File: src/design/nes_bus_pkg.sv
/* Shared types, register map, NTSC divisor defaults
   and state enums for the NES CPU bus core */

package nes_bus_pkg;

	typedef logic [15:0] cpu_addr_t; // CPU side address bus
	typedef logic [7:0] byte_t;

	// Linear memory behind the PRG/CHR multiplexer
	localparam int MEM_ADDR_WIDTH_DEFAULT = 22;

	// NTSC master clock divisors
	localparam int CPU_DIV_DEFAULT = 12;
	localparam int PPU_DIV_DEFAULT = 4;

	// Single register locations
	localparam cpu_addr_t SPRITE_DMA_ADDR = 16'h4014; // Page write starts OAM copy
	localparam cpu_addr_t OAM_DATA_ADDR   = 16'h2004; // PPU OAM data port
	localparam cpu_addr_t JOY1_ADDR       = 16'h4016;
	localparam cpu_addr_t JOY2_ADDR       = 16'h4017;
	localparam cpu_addr_t APU_STATUS_ADDR = 16'h4015;

	// Decode ranges, base inclusive and end exclusive
	localparam cpu_addr_t PPU_BASE = 16'h2000;
	localparam cpu_addr_t PPU_END  = 16'h4000;
	localparam cpu_addr_t APU_BASE = 16'h4000;
	localparam cpu_addr_t APU_END  = 16'h4018;
	localparam cpu_addr_t OPEN_END = 16'h4100; // Unmapped gap after the APU range

	// Sprite DMA, bit 0 set means the CPU is held
	typedef enum logic [1:0] {
		SPR_IDLE = 2'b00,
		SPR_WAIT = 2'b01, // CPU held, bus still with CPU
		SPR_RUN  = 2'b11  // DMA owns the bus
	} spr_state_t;

	typedef enum logic {
		DMC_IDLE  = 1'b0,
		DMC_FETCH = 1'b1
	} dmc_state_t;

	// Address decode result
	typedef enum logic [2:0] {
		REGION_PPU,
		REGION_JOY1,
		REGION_JOY2,
		REGION_APU,
		REGION_OPEN,
		REGION_PRG
	} bus_region_t;

endpackage

File: src/design/clock_divider.sv
/* Master clock divider with CPU and PPU enables,
   M2 window, cart pre-window and odd CPU cycle flag */

`timescale 1ns/100ps

module clock_divider #(
	parameter int CPU_DIV = nes_bus_pkg::CPU_DIV_DEFAULT,
	parameter int PPU_DIV = nes_bus_pkg::PPU_DIV_DEFAULT
) (
	input  logic clk,
	input  logic reset,
	output logic cpu_ce,    // One clock every CPU_DIV
	output logic ppu_ce,    // One clock every PPU_DIV
	output logic m2,        // Phi2 high window
	output logic cart_pre,  // Early cart access window
	output logic odd_cycle  // Alternates each CPU cycle
);

	localparam int CPU_W = $clog2(CPU_DIV + 1);
	localparam int PPU_W = $clog2(PPU_DIV + 1);
	localparam int M2_START = CPU_DIV / 2 - 1; // 5 on NTSC

	logic [CPU_W-1:0] div_cpu;
	logic [PPU_W-1:0] div_ppu;

	// Both counters run 1..DIV and wrap
	always_ff @(posedge clk) begin
		if (reset) begin
			div_cpu <= CPU_W'(1);
			div_ppu <= PPU_W'(1);
		end else begin
			if (cpu_ce)
				div_cpu <= CPU_W'(1);
			else
				div_cpu <= div_cpu + CPU_W'(1);
			if (ppu_ce)
				div_ppu <= PPU_W'(1);
			else
				div_ppu <= div_ppu + PPU_W'(1);
		end
	end

	// Even cycle is the active APU half
	always_ff @(posedge clk) begin
		if (reset)
			odd_cycle <= 1'b0;
		else if (cpu_ce)
			odd_cycle <= ~odd_cycle;
	end

	assign cpu_ce = (div_cpu == CPU_W'(CPU_DIV)); // Last count of the CPU period
	assign ppu_ce = (div_ppu == PPU_W'(PPU_DIV));

	// M2 rises partway through and drops with the CPU tick
	assign m2 = (div_cpu >= CPU_W'(M2_START)) && (div_cpu < CPU_W'(CPU_DIV));

	// First PPU period of each CPU cycle, gives the cart data time
	assign cart_pre = (div_cpu >= CPU_W'(1)) && (div_cpu <= CPU_W'(PPU_DIV));

endmodule

File: src/design/dma_controller.sv
/* Sprite DMA and DMC DMA sequencer, pauses the CPU
   and takes the bus for OAM copies and sample fetches */

`timescale 1ns/100ps

module dma_controller (
	input  logic                  clk,
	input  logic                  reset,
	input  logic                  cpu_ce,
	input  logic                  odd_cycle,
	input  logic                  sprite_trigger, // Write to the sprite DMA register
	input  logic                  dmc_request,    // Level from the APU side
	input  logic                  cpu_rnw,
	input  nes_bus_pkg::byte_t    cpu_dout,       // Source page on trigger
	input  nes_bus_pkg::byte_t    ram_data,       // Byte returned on the bus
	input  nes_bus_pkg::cpu_addr_t dmc_addr,
	output nes_bus_pkg::cpu_addr_t dma_addr,
	output logic                  dma_enable,     // DMA drives the bus
	output logic                  dma_read,
	output nes_bus_pkg::byte_t    dma_wdata,
	output logic                  dmc_ack,
	output logic                  pause_cpu
);

	nes_bus_pkg::spr_state_t spr_state;
	nes_bus_pkg::dmc_state_t dmc_state;
	nes_bus_pkg::cpu_addr_t  spr_addr;  // Page in the high byte, step in the low byte
	nes_bus_pkg::byte_t      last_byte; // Byte held between read and OAM write
	logic [8:0]              step_addr; // Carry flags the end of the page

	assign step_addr = {1'b0, spr_addr[7:0]} + 9'd1;

	// State moves only on CPU ticks, later lines take priority
	always_ff @(posedge clk) begin
		if (reset) begin
			spr_state <= nes_bus_pkg::SPR_IDLE;
			dmc_state <= nes_bus_pkg::DMC_IDLE;
		end else if (cpu_ce) begin
			// DMC needs the CPU in a read and an even cycle
			if (dmc_state == nes_bus_pkg::DMC_IDLE && dmc_request && cpu_rnw && !odd_cycle)
				dmc_state <= nes_bus_pkg::DMC_FETCH;
			if (dmc_state == nes_bus_pkg::DMC_FETCH && !odd_cycle)
				dmc_state <= nes_bus_pkg::DMC_IDLE; // Fetch done in this even cycle

			if (sprite_trigger)
				spr_state <= nes_bus_pkg::SPR_WAIT;
			// Start on an odd read cycle so reads land on even cycles
			if (spr_state == nes_bus_pkg::SPR_WAIT && cpu_rnw && odd_cycle)
				spr_state <= nes_bus_pkg::SPR_RUN;
			// DMC steals the even slot, sprite goes back to waiting
			if (spr_state == nes_bus_pkg::SPR_RUN && !odd_cycle &&
					dmc_state == nes_bus_pkg::DMC_FETCH)
				spr_state <= nes_bus_pkg::SPR_WAIT;
			if (spr_state == nes_bus_pkg::SPR_RUN && odd_cycle && step_addr[8])
				spr_state <= nes_bus_pkg::SPR_IDLE; // 256th write done
		end
	end

	// Address and data latches
	always_ff @(posedge clk) begin
		if (cpu_ce) begin
			if (sprite_trigger)
				spr_addr <= {cpu_dout, 8'h00};
			if (spr_state == nes_bus_pkg::SPR_RUN && odd_cycle)
				spr_addr[7:0] <= step_addr[7:0]; // Next byte after each write
			if (spr_state == nes_bus_pkg::SPR_RUN)
				last_byte <= ram_data;
		end
	end

	// Held while a sprite copy is pending or DMC asks
	assign pause_cpu = (spr_state != nes_bus_pkg::SPR_IDLE) || dmc_request;
	assign dmc_ack = (dmc_state == nes_bus_pkg::DMC_FETCH) && !odd_cycle;
	assign dma_enable = dmc_ack || (spr_state == nes_bus_pkg::SPR_RUN);
	assign dma_read = !odd_cycle; // Even reads, odd writes
	assign dma_wdata = last_byte;

	// DMC first, then sprite source, then the OAM data port
	always_comb begin
		if (dmc_ack)
			dma_addr = dmc_addr;
		else if (!odd_cycle)
			dma_addr = spr_addr;
		else
			dma_addr = nes_bus_pkg::OAM_DATA_ADDR;
	end

endmodule

File: src/design/bus_decoder.sv
/* Bus master select, address decode, PPU/PRG/joypad strobes,
   open-bus latch and CPU read-data mux */

`timescale 1ns/100ps

module bus_decoder (
	input  logic                   clk,
	input  logic                   reset,
	input  logic                   m2,
	input  logic                   cart_pre,
	input  nes_bus_pkg::cpu_addr_t cpu_addr,
	input  nes_bus_pkg::byte_t     cpu_dout,
	input  logic                   cpu_rnw,
	input  nes_bus_pkg::cpu_addr_t dma_addr,
	input  nes_bus_pkg::byte_t     dma_wdata,
	input  logic                   dma_enable,
	input  logic                   dma_read,
	input  nes_bus_pkg::byte_t     ppu_din,        // PPU register read data
	input  nes_bus_pkg::byte_t     memory_din_cpu, // PRG data from memory
	input  logic [3:0]             joypad_data,
	input  logic                   mic,
	output nes_bus_pkg::cpu_addr_t bus_addr,
	output nes_bus_pkg::byte_t     bus_dout,
	output logic                   bus_read,
	output logic                   bus_write,
	output logic                   ppu_read,
	output logic                   ppu_write,
	output logic                   prg_read,
	output logic                   prg_write,
	output logic                   sprite_trigger,
	output logic                   joypad_strobe,
	output logic [1:0]             joypad_clock,
	output nes_bus_pkg::byte_t     cpu_din
);

	nes_bus_pkg::bus_region_t region;
	nes_bus_pkg::byte_t       open_bus; // Last value seen on the data bus

	// DMA takes over the whole bus while enabled
	assign bus_addr  = dma_enable ? dma_addr : cpu_addr;
	assign bus_dout  = dma_enable ? dma_wdata : cpu_dout;
	assign bus_read  = dma_enable ? dma_read : cpu_rnw;
	assign bus_write = dma_enable ? !dma_read : !cpu_rnw;

	// Region decode, joypads inside the APU range checked first
	always_comb begin
		if (bus_addr >= nes_bus_pkg::PPU_BASE && bus_addr < nes_bus_pkg::PPU_END)
			region = nes_bus_pkg::REGION_PPU;
		else if (bus_addr == nes_bus_pkg::JOY1_ADDR)
			region = nes_bus_pkg::REGION_JOY1;
		else if (bus_addr == nes_bus_pkg::JOY2_ADDR)
			region = nes_bus_pkg::REGION_JOY2;
		else if (bus_addr == nes_bus_pkg::APU_STATUS_ADDR)
			region = nes_bus_pkg::REGION_OPEN; // No APU here, status floats
		else if (bus_addr >= nes_bus_pkg::APU_BASE && bus_addr < nes_bus_pkg::APU_END)
			region = nes_bus_pkg::REGION_APU;
		else if (bus_addr >= nes_bus_pkg::APU_END && bus_addr < nes_bus_pkg::OPEN_END)
			region = nes_bus_pkg::REGION_OPEN;
		else
			region = nes_bus_pkg::REGION_PRG;
	end

	// PPU chip select is qualified by M2
	assign ppu_read  = bus_read && m2 && (region == nes_bus_pkg::REGION_PPU);
	assign ppu_write = bus_write && m2 && (region == nes_bus_pkg::REGION_PPU);

	// Cart sees the access early in the CPU cycle
	assign prg_read  = bus_read && cart_pre && (region == nes_bus_pkg::REGION_PRG);
	assign prg_write = bus_write && cart_pre && (region == nes_bus_pkg::REGION_PRG);

	assign sprite_trigger = bus_write && (bus_addr == nes_bus_pkg::SPRITE_DMA_ADDR);

	// Strobe follows bit 0 of the write to 4016
	assign joypad_strobe = bus_write && (region == nes_bus_pkg::REGION_JOY1) && bus_dout[0];
	assign joypad_clock = {bus_read && (region == nes_bus_pkg::REGION_JOY2),
		bus_read && (region == nes_bus_pkg::REGION_JOY1)};

	// Read data mux
	always_comb begin
		if (reset) begin
			cpu_din = 8'h00;
		end else begin
			case (region)
				nes_bus_pkg::REGION_JOY1:
					cpu_din = {open_bus[7:5], 2'b00, mic, 1'b0, joypad_data[0]};
				nes_bus_pkg::REGION_JOY2:
					cpu_din = {open_bus[7:5], joypad_data[3:2], 2'b00, joypad_data[1]};
				nes_bus_pkg::REGION_PPU: cpu_din = ppu_din;
				nes_bus_pkg::REGION_PRG: cpu_din = memory_din_cpu;
				default: cpu_din = open_bus; // Undriven APU and gap addresses
			endcase
		end
	end

	// Bus capacitance keeps the previous byte
	always_ff @(posedge clk) begin
		open_bus <= cpu_din;
	end

endmodule

File: src/design/memory_multiplex.sv
/* Shares one memory between PRG and CHR, CHR first,
   with PRG requests held until CHR goes idle */

`timescale 1ns/100ps

module memory_multiplex #(
	parameter int MEM_ADDR_WIDTH = nes_bus_pkg::MEM_ADDR_WIDTH_DEFAULT
) (
	input  logic                      clk,
	input  logic                      reset,
	input  logic                      ppu_ce,
	input  nes_bus_pkg::cpu_addr_t    prg_addr,
	input  logic                      prg_read,
	input  logic                      prg_write,
	input  nes_bus_pkg::byte_t        prg_din,
	input  logic [MEM_ADDR_WIDTH-1:0] chr_addr,
	input  logic                      chr_read,
	input  logic                      chr_write,
	input  nes_bus_pkg::byte_t        chr_din,
	output logic [MEM_ADDR_WIDTH-1:0] memory_addr,
	output logic                      memory_read_cpu, // Load the CPU latch
	output logic                      memory_read_ppu, // Load the PPU latch
	output logic                      memory_write,
	output nes_bus_pkg::byte_t        memory_dout
);

	logic                      chr_busy;        // Any CHR access this clock
	logic                      saved_prg_read;
	logic                      saved_prg_write;
	logic [MEM_ADDR_WIDTH-1:0] prg_lin;         // No mapper, CPU address as is

	assign chr_busy = chr_read || chr_write;
	assign prg_lin = MEM_ADDR_WIDTH'(prg_addr);

	assign memory_addr = chr_busy ? chr_addr : prg_lin;
	assign memory_read_ppu = chr_read;
	assign memory_read_cpu = !chr_busy && (prg_read || saved_prg_read);
	assign memory_write = chr_busy ? chr_write : saved_prg_write; // PRG write lands a tick late
	assign memory_dout = chr_write ? chr_din : prg_din;

	// Pending flags sampled per PPU tick
	always_ff @(posedge clk) begin
		if (reset) begin
			saved_prg_read  <= 1'b0;
			saved_prg_write <= 1'b0;
		end else if (ppu_ce) begin
			if (chr_busy) begin
				// Keep PRG requests until memory frees up
				saved_prg_read  <= prg_read || saved_prg_read;
				saved_prg_write <= prg_write || saved_prg_write;
			end else begin
				saved_prg_read  <= 1'b0; // Read served this tick
				saved_prg_write <= prg_write;
			end
		end
	end

endmodule

File: src/design/nes_bus.sv
/* NES CPU bus core top, clock divider, DMA, decoder
   and memory multiplexer */

`timescale 1ns/100ps

module nes_bus #(
	parameter int CPU_DIV        = nes_bus_pkg::CPU_DIV_DEFAULT,
	parameter int PPU_DIV        = nes_bus_pkg::PPU_DIV_DEFAULT,
	parameter int MEM_ADDR_WIDTH = nes_bus_pkg::MEM_ADDR_WIDTH_DEFAULT
) (
	input  logic                      clk,
	input  logic                      reset,
	input  nes_bus_pkg::cpu_addr_t    cpu_addr,
	input  nes_bus_pkg::byte_t        cpu_dout,
	input  logic                      cpu_rnw,
	input  logic                      dmc_request,
	input  nes_bus_pkg::cpu_addr_t    dmc_addr,
	input  nes_bus_pkg::byte_t        ppu_din,
	input  logic [MEM_ADDR_WIDTH-1:0] chr_addr,
	input  logic                      chr_read,
	input  logic                      chr_write,
	input  nes_bus_pkg::byte_t        chr_din,
	input  nes_bus_pkg::byte_t        memory_din_cpu,
	input  logic [3:0]                joypad_data,
	input  logic                      mic,
	output logic                      cpu_ce,
	output logic                      ppu_ce,
	output logic                      pause_cpu,
	output nes_bus_pkg::byte_t        cpu_din,
	output logic                      dmc_ack,
	output nes_bus_pkg::cpu_addr_t    bus_addr,
	output nes_bus_pkg::byte_t        bus_dout,
	output logic                      bus_read,
	output logic                      bus_write,
	output logic                      ppu_read,
	output logic                      ppu_write,
	output logic                      joypad_strobe,
	output logic [1:0]                joypad_clock,
	output logic [MEM_ADDR_WIDTH-1:0] memory_addr,
	output logic                      memory_read_cpu,
	output logic                      memory_read_ppu,
	output logic                      memory_write,
	output nes_bus_pkg::byte_t        memory_dout
);

	logic                   m2;
	logic                   cart_pre;
	logic                   odd_cycle;
	nes_bus_pkg::cpu_addr_t dma_addr;
	logic                   dma_enable;
	logic                   dma_read;
	nes_bus_pkg::byte_t     dma_wdata;
	logic                   sprite_trigger;
	logic                   prg_read;
	logic                   prg_write;

	clock_divider #(.CPU_DIV(CPU_DIV), .PPU_DIV(PPU_DIV)) u_clock_divider (
		.clk(clk), .reset(reset),
		.cpu_ce(cpu_ce), .ppu_ce(ppu_ce),
		.m2(m2), .cart_pre(cart_pre), .odd_cycle(odd_cycle)
	);

	// DMA reads back through the same data mux as the CPU
	dma_controller u_dma_controller (
		.clk(clk), .reset(reset), .cpu_ce(cpu_ce), .odd_cycle(odd_cycle),
		.sprite_trigger(sprite_trigger), .dmc_request(dmc_request), .cpu_rnw(cpu_rnw),
		.cpu_dout(cpu_dout), .ram_data(cpu_din), .dmc_addr(dmc_addr),
		.dma_addr(dma_addr), .dma_enable(dma_enable), .dma_read(dma_read),
		.dma_wdata(dma_wdata), .dmc_ack(dmc_ack), .pause_cpu(pause_cpu)
	);

	bus_decoder u_bus_decoder (
		.clk(clk), .reset(reset), .m2(m2), .cart_pre(cart_pre),
		.cpu_addr(cpu_addr), .cpu_dout(cpu_dout), .cpu_rnw(cpu_rnw),
		.dma_addr(dma_addr), .dma_wdata(dma_wdata),
		.dma_enable(dma_enable), .dma_read(dma_read),
		.ppu_din(ppu_din), .memory_din_cpu(memory_din_cpu),
		.joypad_data(joypad_data), .mic(mic),
		.bus_addr(bus_addr), .bus_dout(bus_dout),
		.bus_read(bus_read), .bus_write(bus_write),
		.ppu_read(ppu_read), .ppu_write(ppu_write),
		.prg_read(prg_read), .prg_write(prg_write),
		.sprite_trigger(sprite_trigger), .joypad_strobe(joypad_strobe),
		.joypad_clock(joypad_clock), .cpu_din(cpu_din)
	);

	// PRG side sees the muxed bus, cart mapping is identity
	memory_multiplex #(.MEM_ADDR_WIDTH(MEM_ADDR_WIDTH)) u_memory_multiplex (
		.clk(clk), .reset(reset), .ppu_ce(ppu_ce),
		.prg_addr(bus_addr), .prg_read(prg_read), .prg_write(prg_write),
		.prg_din(bus_dout),
		.chr_addr(chr_addr), .chr_read(chr_read), .chr_write(chr_write),
		.chr_din(chr_din),
		.memory_addr(memory_addr), .memory_read_cpu(memory_read_cpu),
		.memory_read_ppu(memory_read_ppu), .memory_write(memory_write),
		.memory_dout(memory_dout)
	);

endmodule

File: config.mk
export PLATFORM = sky130hd
export DESIGN_NAME = nes_bus
export DESIGN_NICKNAME = d
export VERILOG_FILES = /design/src/design/nes_bus_pkg.sv /design/src/design/clock_divider.sv /design/src/design/dma_controller.sv /design/src/design/bus_decoder.sv /design/src/design/memory_multiplex.sv /design/src/design/nes_bus.sv
export SDC_FILE = /design/constraint.sdc
export NUM_CORES = 1
export LEC_CHECK = 0
export BUFFER_PORTS_ARGS = -buffer_cell sky130_fd_sc_hd__buf_2
export CORE_UTILIZATION = 40
export DETAILED_ROUTE_END_ITERATION = 16
export GPL_TIMING_DRIVEN = 0
export PLACE_DENSITY = 0.75
export SYNTH_ARGS = -nofsm -noshare
export SYNTH_HDL_FRONTEND = slang
export SYNTH_HIERARCHICAL = 1
export SYNTH_SLANG_ARGS = --single-unit
File: constraint.sdc
create_clock -name clk -period 2.49 [get_ports clk]
set_input_delay 0.1245 -clock clk [delete_from_list [all_inputs] [get_ports clk]]
set_output_delay 0.1245 -clock clk [all_outputs]
set_load 0.005 [all_outputs]
==> run metrics, run 1 <==
run status finished, violations left; failing checks negative setup slack; total inserted antenna cells 0; number of sinks on the clock net 45; largest net degree at the start of global routing 14; area overhead of the layout relative to synthesis 62.7%; overflow left after global routing 0; remaining antenna violation count 0; top-area cell type share of the netlist area 22.3%; Die Outline Area 0.00845 mm2; Worst-Skew Late Latency 300 ps; final worst path period need 2930 ps; total standard cell area after synthesis 0.00323 mm2; max-slew violation count 0; kind of cell adding the most delay to the critical path compound AO/OA/AOI/OAI gates; worst min-delay path class input port to flop; synth cell count leaders sky130_fd_sc_hd__mux2_2 (36), sky130_fd_sc_hd__nor2_1 (32), sky130_fd_sc_hd__edfxtp_1 (24); count of different cell masters after synthesis 61; number of standard-cell rows in the floorplan 32; vias in the first global route 3208; Crit Path Class flop to primary output; average cell area after synthesis 10.6 um2; final non-filler cell area about 0.0053 mm2; TritonCTS clock tree built; worst-path cell with the longest stage delay sky130_fd_sc_hd__or3b_4; antenna violations before repair 0; number of buffers created by CTS 5; setup repair after global routing missed its margin true; final clock skew between 10 and 15 ps; async set-or-reset flop fraction in the synthesized netlist 0%; H-tree lvl count 2; number of primary I/O pins 173; CP Data Required Time approximately 2400 ps; highest ir drop seen on vdd ~240 uV; Max Fclk 341 MHz; kind of start point of the critical path flop; sequential share of the synthesized area 35.3%; area of the core region about 0.008 mm2; Max Fanout on Critical Path 6; gpl congestion approximately 0.86; wire length per cell 18.0 um; top cells by area in the synthesized netlist sky130_fd_sc_hd__edfxtp_1 (22%), sky130_fd_sc_hd__dfxtp_1 (13%), sky130_fd_sc_hd__mux2_2 (13%); CP Cell Sequence buf_12 > buf_6 > mux2i_1 > nor2_1 > or3b_4 > o211ai_4 > buf_4 > o21ba_4 > nand2_1 > a21oi_1 > buf_2; area taken by multi-input logic gates between 0.002 and 0.0025 mm2; prevailing post-synth register cell sky130_fd_sc_hd__edfxtp_1; slew at the pin closest to its max-slew limit 614 ps; net count of the mapped netlist 408; leakage power of the design about 2.3 nW; effective utilization at floorplan 41.6%; max-cap viol count 0; sum of routed wire length over all layers 11500 um; standard cell area after detailed placement 0.00426 mm2; most common cell in the netlist sky130_fd_sc_hd__mux2_2; worst setup slack after layout -444 ps; number of failing setup endpoints in the final timing report 40; final design utilization 67.8%; root buffer cell sky130_fd_sc_hd__clkbuf_8; number of buffers on the longest clock path 2; Pre-Repair DR Iteration Count 4; post-placement worst setup slack -690 ps; delay of the slowest cell on the worst path approximately 440 ps; Port-buffer cells ~170; number of remaining DRC errors 0; count of filler cells inserted in the layout ~630; endpoint arrival time on the critical path 2810 ps; final-layout setup total negative slack -10860 ps; crit end category primary output; Yosys reg bits 45; die width a little over 90 um; ratio of final minimum period to clock period 118%; area leader, netlist sky130_fd_sc_hd__edfxtp_1; Mapped Cells 305; FF/Latch Area about 0.0011 mm2; hold violation total from the final report 0; overall track demand over capacity in global routing 25.3%; WP buf/inv 4; drt initial violations 151; vias about 3400; clock slew at reported path FFs 90 ps; Ys Warns 6; relative slew slack approximately three fifths; global-route wire length before repair 16600 um; Final #Nets 641; share of post-route cells with drive strength above 1 ~65%; via/cell ratio approximately 5.3; Cell Pwr Density 350 mW/mm2; smallest hold slack 8.88 ps; vertical extent of the die 91.9 um; EDFF count, synth 24; Post-DP HPWL just under 8000 um
[registers in the layout, indices dropped and copies added (netlist names)]
| register | count |
|---|---|
| u_dma_controller/dmc_state | 1 |
| u_bus_decoder/open_bus | 8 |
| u_memory_multiplex/saved_prg_read | 1 |
| u_clock_divider/odd_cycle | 1 |
| u_memory_multiplex/saved_prg_write | 1 |
| u_dma_controller/spr_state | 2 |
| u_clock_divider/div_ppu | 3 |
| u_clock_divider/div_cpu | 4 |
| u_dma_controller/spr_addr | 16 |
| u_dma_controller/dma_wdata | 8 |
[cell families (layout without fill, tap and decap cells)]
kind of cell	after synthesis	in the layout	share of synthesized area, %
compound gates	48	49	12.9
fa+ha+maj	6	6	2.32
buf+inv	31	264	5.76
mux	69	69	24.8
simple gates	102	102	17.9
xor+xnor	4	4	1.08
flops	45	45	35.3
[per-layer routing]
metal  share of wire [%]  vias to the layer above  track usage [%]
met1                  39                     1621             30.7
met3                 7.4                       13             4.56
met4                 1.5                        0             7.29
met2                  52                      148             45.5
li1                    -                     1598                -
met5                   0                        -                0
[placed cells by master (no fill, tap or decap), drive strengths merged, types with 3 or more instances in the layout]
cell,instances
and3,5
nor2,33
mux2,49
edfxtp,24
ha,6
a221oi,9
dfxtp,21
dlygate4sd3,3
a21o,3
nand2,17
inv,15
nor4b,3
a22oi,5
clkbuf,9
and2,5
nand3,9
or3,6
o21ai,5
nor2b,8
mux2i,20
a21oi,13
buf,234
nor4,4
[metrics by stage]
| stage | total power [W] | cells |
|---|---|---|
| 6_report | 0.00184 | 641 |
| 5_1_grt | 0.00193 | 641 |
| 4_1_cts | 0.00182 | 626 |
| 3_5_place_dp | 0.00122 | 579 |
| 3_3_place_gp | 0.00121 | 579 |
| 2_1_floorplan | 0.00103 | 305 |
[final timing paths]
kind / start / end / slack (ps) / cells after the start
max: u_dma_controller/dmc_state / cpu_din[7] / -440 / 11
min: cpu_dout[4] / u_dma_controller/spr_addr[12] / 9 / 1
max reg2reg: u_dma_controller/dmc_state / u_dma_controller/spr_addr[10] / -390 / 13
min reg2reg: u_clock_divider/div_ppu[0] / u_clock_divider/div_ppu[0] / 410 / 1
[power by group]
part	internal [W]	switching [W]
clock network	0.000327	0.000251
registers	0.000798	0.0000147
logic	0.000254	0.000199
[area by class of cell]
class / instances / area share (%)
timing repair buffer: 227 / 26.8
tap: 102 / 2.43
sequential: 45 / 21.8
clock inverter: 1 / 0.571
multi-input combinational: 230 / 42.7
inverter: 16 / 1.21
buffer: 12 / 2.59
clock buffer: 7 / 1.64
timing repair inverter: 1 / 0.143
[timing repair]
item                                   4_1_cts  5_1_grt
endpoints found under the hold margin        0        3
pin swaps                                   16       26
setup endpoints to repair                   90       68
resized for setup                           46       51
setup buffers                               38       19
gates cloned                                 4        1
hold buffers                                 0        3
(Power assumes the default switching activity.)
==> run 2: changes to the inputs <==
- ABC_AREA: unset -> 1
- PLACE_DENSITY: 0.75 -> 0.74
==> run metrics, run 2 <==
run status finished, violations left; failing checks negative setup slack; overflow left after global routing 0 (unchanged); average cell area after synthesis 6.46 um2 (-39%); Cells after DPL 830 (+43%); share of post-route cells with drive strength above 1 46.0% (-19 points); net count of the mapped netlist 654 (+60%); number of buffers on the longest clock path 2 (unchanged); die width 96.3 um (+4.8%); number of sinks on the clock net 45 (unchanged); non-filler instance count after layout 889 (+39%); remaining antenna violation count 0 (unchanged); final non-filler cell area 0.00552 mm2 (+4.8%); max reg flops 16 (unchanged); CP Cell Sequence inv_2 > nor2_4 > inv_2 > nand2_4 > buf_8 > nand2_2 > nand2_4 > nand2_2 > nor2_4 > nand3_4 > nor2_1 > nor2_1 > nand3_4 > nand2_4 > nand2_4 > nand2_2 > nor2_4 > buf_2; antenna violations before repair 1 (+1); Yosys reg bits 45 (unchanged); final-layout setup total negative slack -3310 ps (+7550 ps); leakage power of the design 3.02 nW (+30%); drt initial violations 372 (+150%); vias in the first global route 4039 (+26%); async set-or-reset flop fraction in the synthesized netlist 0% (unchanged); Mapped Cells 551 (+81%); gpl congestion 0.864 (+0.82%); CP Data Required Time 2370 ps (about the same); area leader, netlist sky130_fd_sc_hd__nand2_1; top cells by area in the synthesized netlist sky130_fd_sc_hd__nand2_1 (24%), sky130_fd_sc_hd__edfxtp_1 (20%), sky130_fd_sc_hd__dfxtp_1 (12%); synth cell count leaders sky130_fd_sc_hd__nand2_1 (229), sky130_fd_sc_hd__inv_1 (79), sky130_fd_sc_hd__nor2_1 (53); vertical extent of the die 96.3 um (+4.8%); Worst-Skew Late Latency 320 ps (+20 ps); Critical Path Most Common Cell sky130_fd_sc_hd__nand2_4; Max Fanout on Critical Path 6 (unchanged); final worst path period need 2800 ps (-133 ps); clock slew at reported path FFs 100 ps (about the same); Final #Nets 882 (+38%); area of the core region 0.00868 mm2 (+12%); most common cell in the netlist sky130_fd_sc_hd__nand2_1; max-cap viol count 0 (unchanged); register name with the most flops u_dma_controller/spr_addr; Cell Pwr Density 332 mW/mm2 (-5.1%); number of failing setup endpoints in the final timing report 24 (-40%); effective utilization at floorplan 41.0% (-0.64 points); number of buffers created by CTS 5 (unchanged); hold violation total from the final report 0 (unchanged); R2R setup slack -240 ps (+150 ps); slew at the pin closest to its max-slew limit 847 ps (+233 ps); Post-DP HPWL 9030 um (+17%); R2R cell count 21 (+8); crit end category primary output; root buffer cell sky130_fd_sc_hd__clkbuf_8; count of different cell masters after synthesis 33 (-46%); setup repair after global routing missed its margin true; top-area cell type share of the netlist area 24.2% (+1.9 points); sequential share of the synthesized area 32.1% (-3.2 points); worst setup slack after layout -311 ps (+133 ps); delay of the slowest cell on the worst path 380 ps (-60 ps); highest ir drop seen on vdd 339 uV (+42%); largest net degree at the start of global routing 18 (+4); Crit Path Class flop to primary output; H-tree lvl count 2 (unchanged); most frequent cells in the layout sky130_fd_sc_hd__nand2_1 (195), sky130_fd_sc_hd__buf_2 (171), sky130_fd_sc_hd__inv_1 (71); source of the worst register-to-register timing path u_dma_controller/dmc_state; kind of start point of the critical path flop; number of standard-cell rows in the floorplan 34 (+6.3%); area overhead of the layout relative to synthesis 55.0%; capture point of the critical path cpu_din[3]; final clock skew 16.7 ps (+5.05 ps); prevailing post-synth register cell sky130_fd_sc_hd__edfxtp_1; number of remaining DRC errors 0 (unchanged); total standard cell area after synthesis 0.00356 mm2 (+10%); relative slew slack 43.4% (-16 points); ratio of final minimum period to clock period 112% (-5.4 points); worst-path cell with the longest stage delay sky130_fd_sc_hd__dfxtp_4; endpoint arrival time on the critical path 2680 ps (-130 ps); destination of the worst register-to-register timing path u_dma_controller/dma_wdata[3]; via/cell ratio 4.99 (-5.3%); EDFF count, synth 24 (unchanged); wire length per cell 14.5 um (-19%); standard cell area after detailed placement 0.00455 mm2 (+6.8%); number of primary I/O pins 173 (unchanged); Max Fclk 357 MHz (+4.8%); CP Launch Point u_dma_controller/dmc_state; Ys Warns 6 (unchanged); most common cell after layout, fill and taps aside sky130_fd_sc_hd__nand2_1; sum of routed wire length over all layers 12900 um (+12%); vias 4439 (+31%); Port-buffer cells 171 (-0.58%); worst min-delay path class input port to flop; post-placement worst setup slack -745 ps (-55.2 ps); TritonCTS clock tree built; global-route wire length before repair 18900 um (+14%); Pre-Repair DR Iteration Count 5 (+1); max-slew violation count 0 (unchanged); overall track demand over capacity in global routing 27.3% (+1.9 points); smallest hold slack 14.5 ps (+5.67 ps); hold wc startpoint cpu_dout[4]; Die Outline Area 0.00928 mm2 (+9.8%)
-- run 2: cell types whose count changed after synthesis, sizes merged, moves of 13 or more --
| cell | before | now |
|---|---|---|
| nand3 | 9 | 31 |
| inv | 16 | 86 |
| nand2 | 17 | 242 |
| nor2 | 33 | 68 |
| mux2i | 20 | 0 |
| nand4 | 2 | 15 |
| mux2 | 49 | 0 |
-- run 2: cell families after synthesis --
logic type / count (synthesis) / share of synthesized area (%)
adders and majority gates: 6 / 2.11
and+or+nand+nor: 364 / 46.7
buffers and inverters: 101 / 12.7
AOI/OAI and AO/OA: 32 / 5.66
xor gates and xnor gates: 3 / 0.739
DFF: 45 / 32.1
-- run 2: how the worst min path moves through the flow --
| stage | endpoint | slack (ps) | cells after the start |
|---|---|---|---|
| after floorplan | u_clock_divider/odd_cycle | 190 | 1 |
| after global placement | u_dma_controller/spr_addr[8] | 320 | 1 |
| after detailed placement | u_dma_controller/spr_addr[14] | 320 | 1 |
| after CTS | u_dma_controller/spr_addr[15] | 10 | 1 |
| after global routing | u_dma_controller/spr_addr[12] | 5 | 1 |
| final | u_dma_controller/spr_addr[12] | 10 | 1 |
-- run 2: metal layers --
metal	global-route usage, %	share of wire (%)	up-vias
li1	-	-	2164
met1	32.0	38	1985
met2	47.3	49	262
met3	5.45	10	28
met4	13.1	3.0	0
met5	0	0	-
-- run 2: cell type report --
type,instances,area [um2]
Inverter,87,342
Antenna cell,1,2.50
Fill cell,734,3160
Multi-Input combinational cell,406,2320
Buffer,14,175
Clock buffer,5,68.8
Sequential cell,45,1150
Tap cell,108,135
Clock inverter,3,26.3
Timing Repair Buffer,220,1300
-- run 2: through the flow --
stage / power [W] / util [%]
after floorplan: 0.00105 / -
after global placement: 0.00124 / 52.5
after detailed placement: 0.00125 / 52.5
after CTS: 0.00181 / 61.7
after global routing: 0.00193 / 63.5
final: 0.00183 / 63.6
-- run 2: where the power goes --
part / switching, W / leakage (nW) / internal (W)
clock: 0.000293 / 0.0495 / 0.000209
combinational: 0.000279 / 2.59 / 0.000240
sequential: 0.0000136 / 0.384 / 0.000799
-- run 2: critical path: cells and delay by family (launching register included) --
kind          cells  cell delay, ps
flops             1             380
buf+inv           4             390
simple gates     14            1590
-- run 2: repair_timing --
action | 4_1_cts | 5_1_grt
gates cloned | 4 | 0
setup buffers | 35 | 6
hold buffers | 5 | 0
resized for setup | 102 | 34
endpoints found under the setup margin | 70 | 59
hold endpoints to repair | 5 | 0
pin swaps | 38 | 25
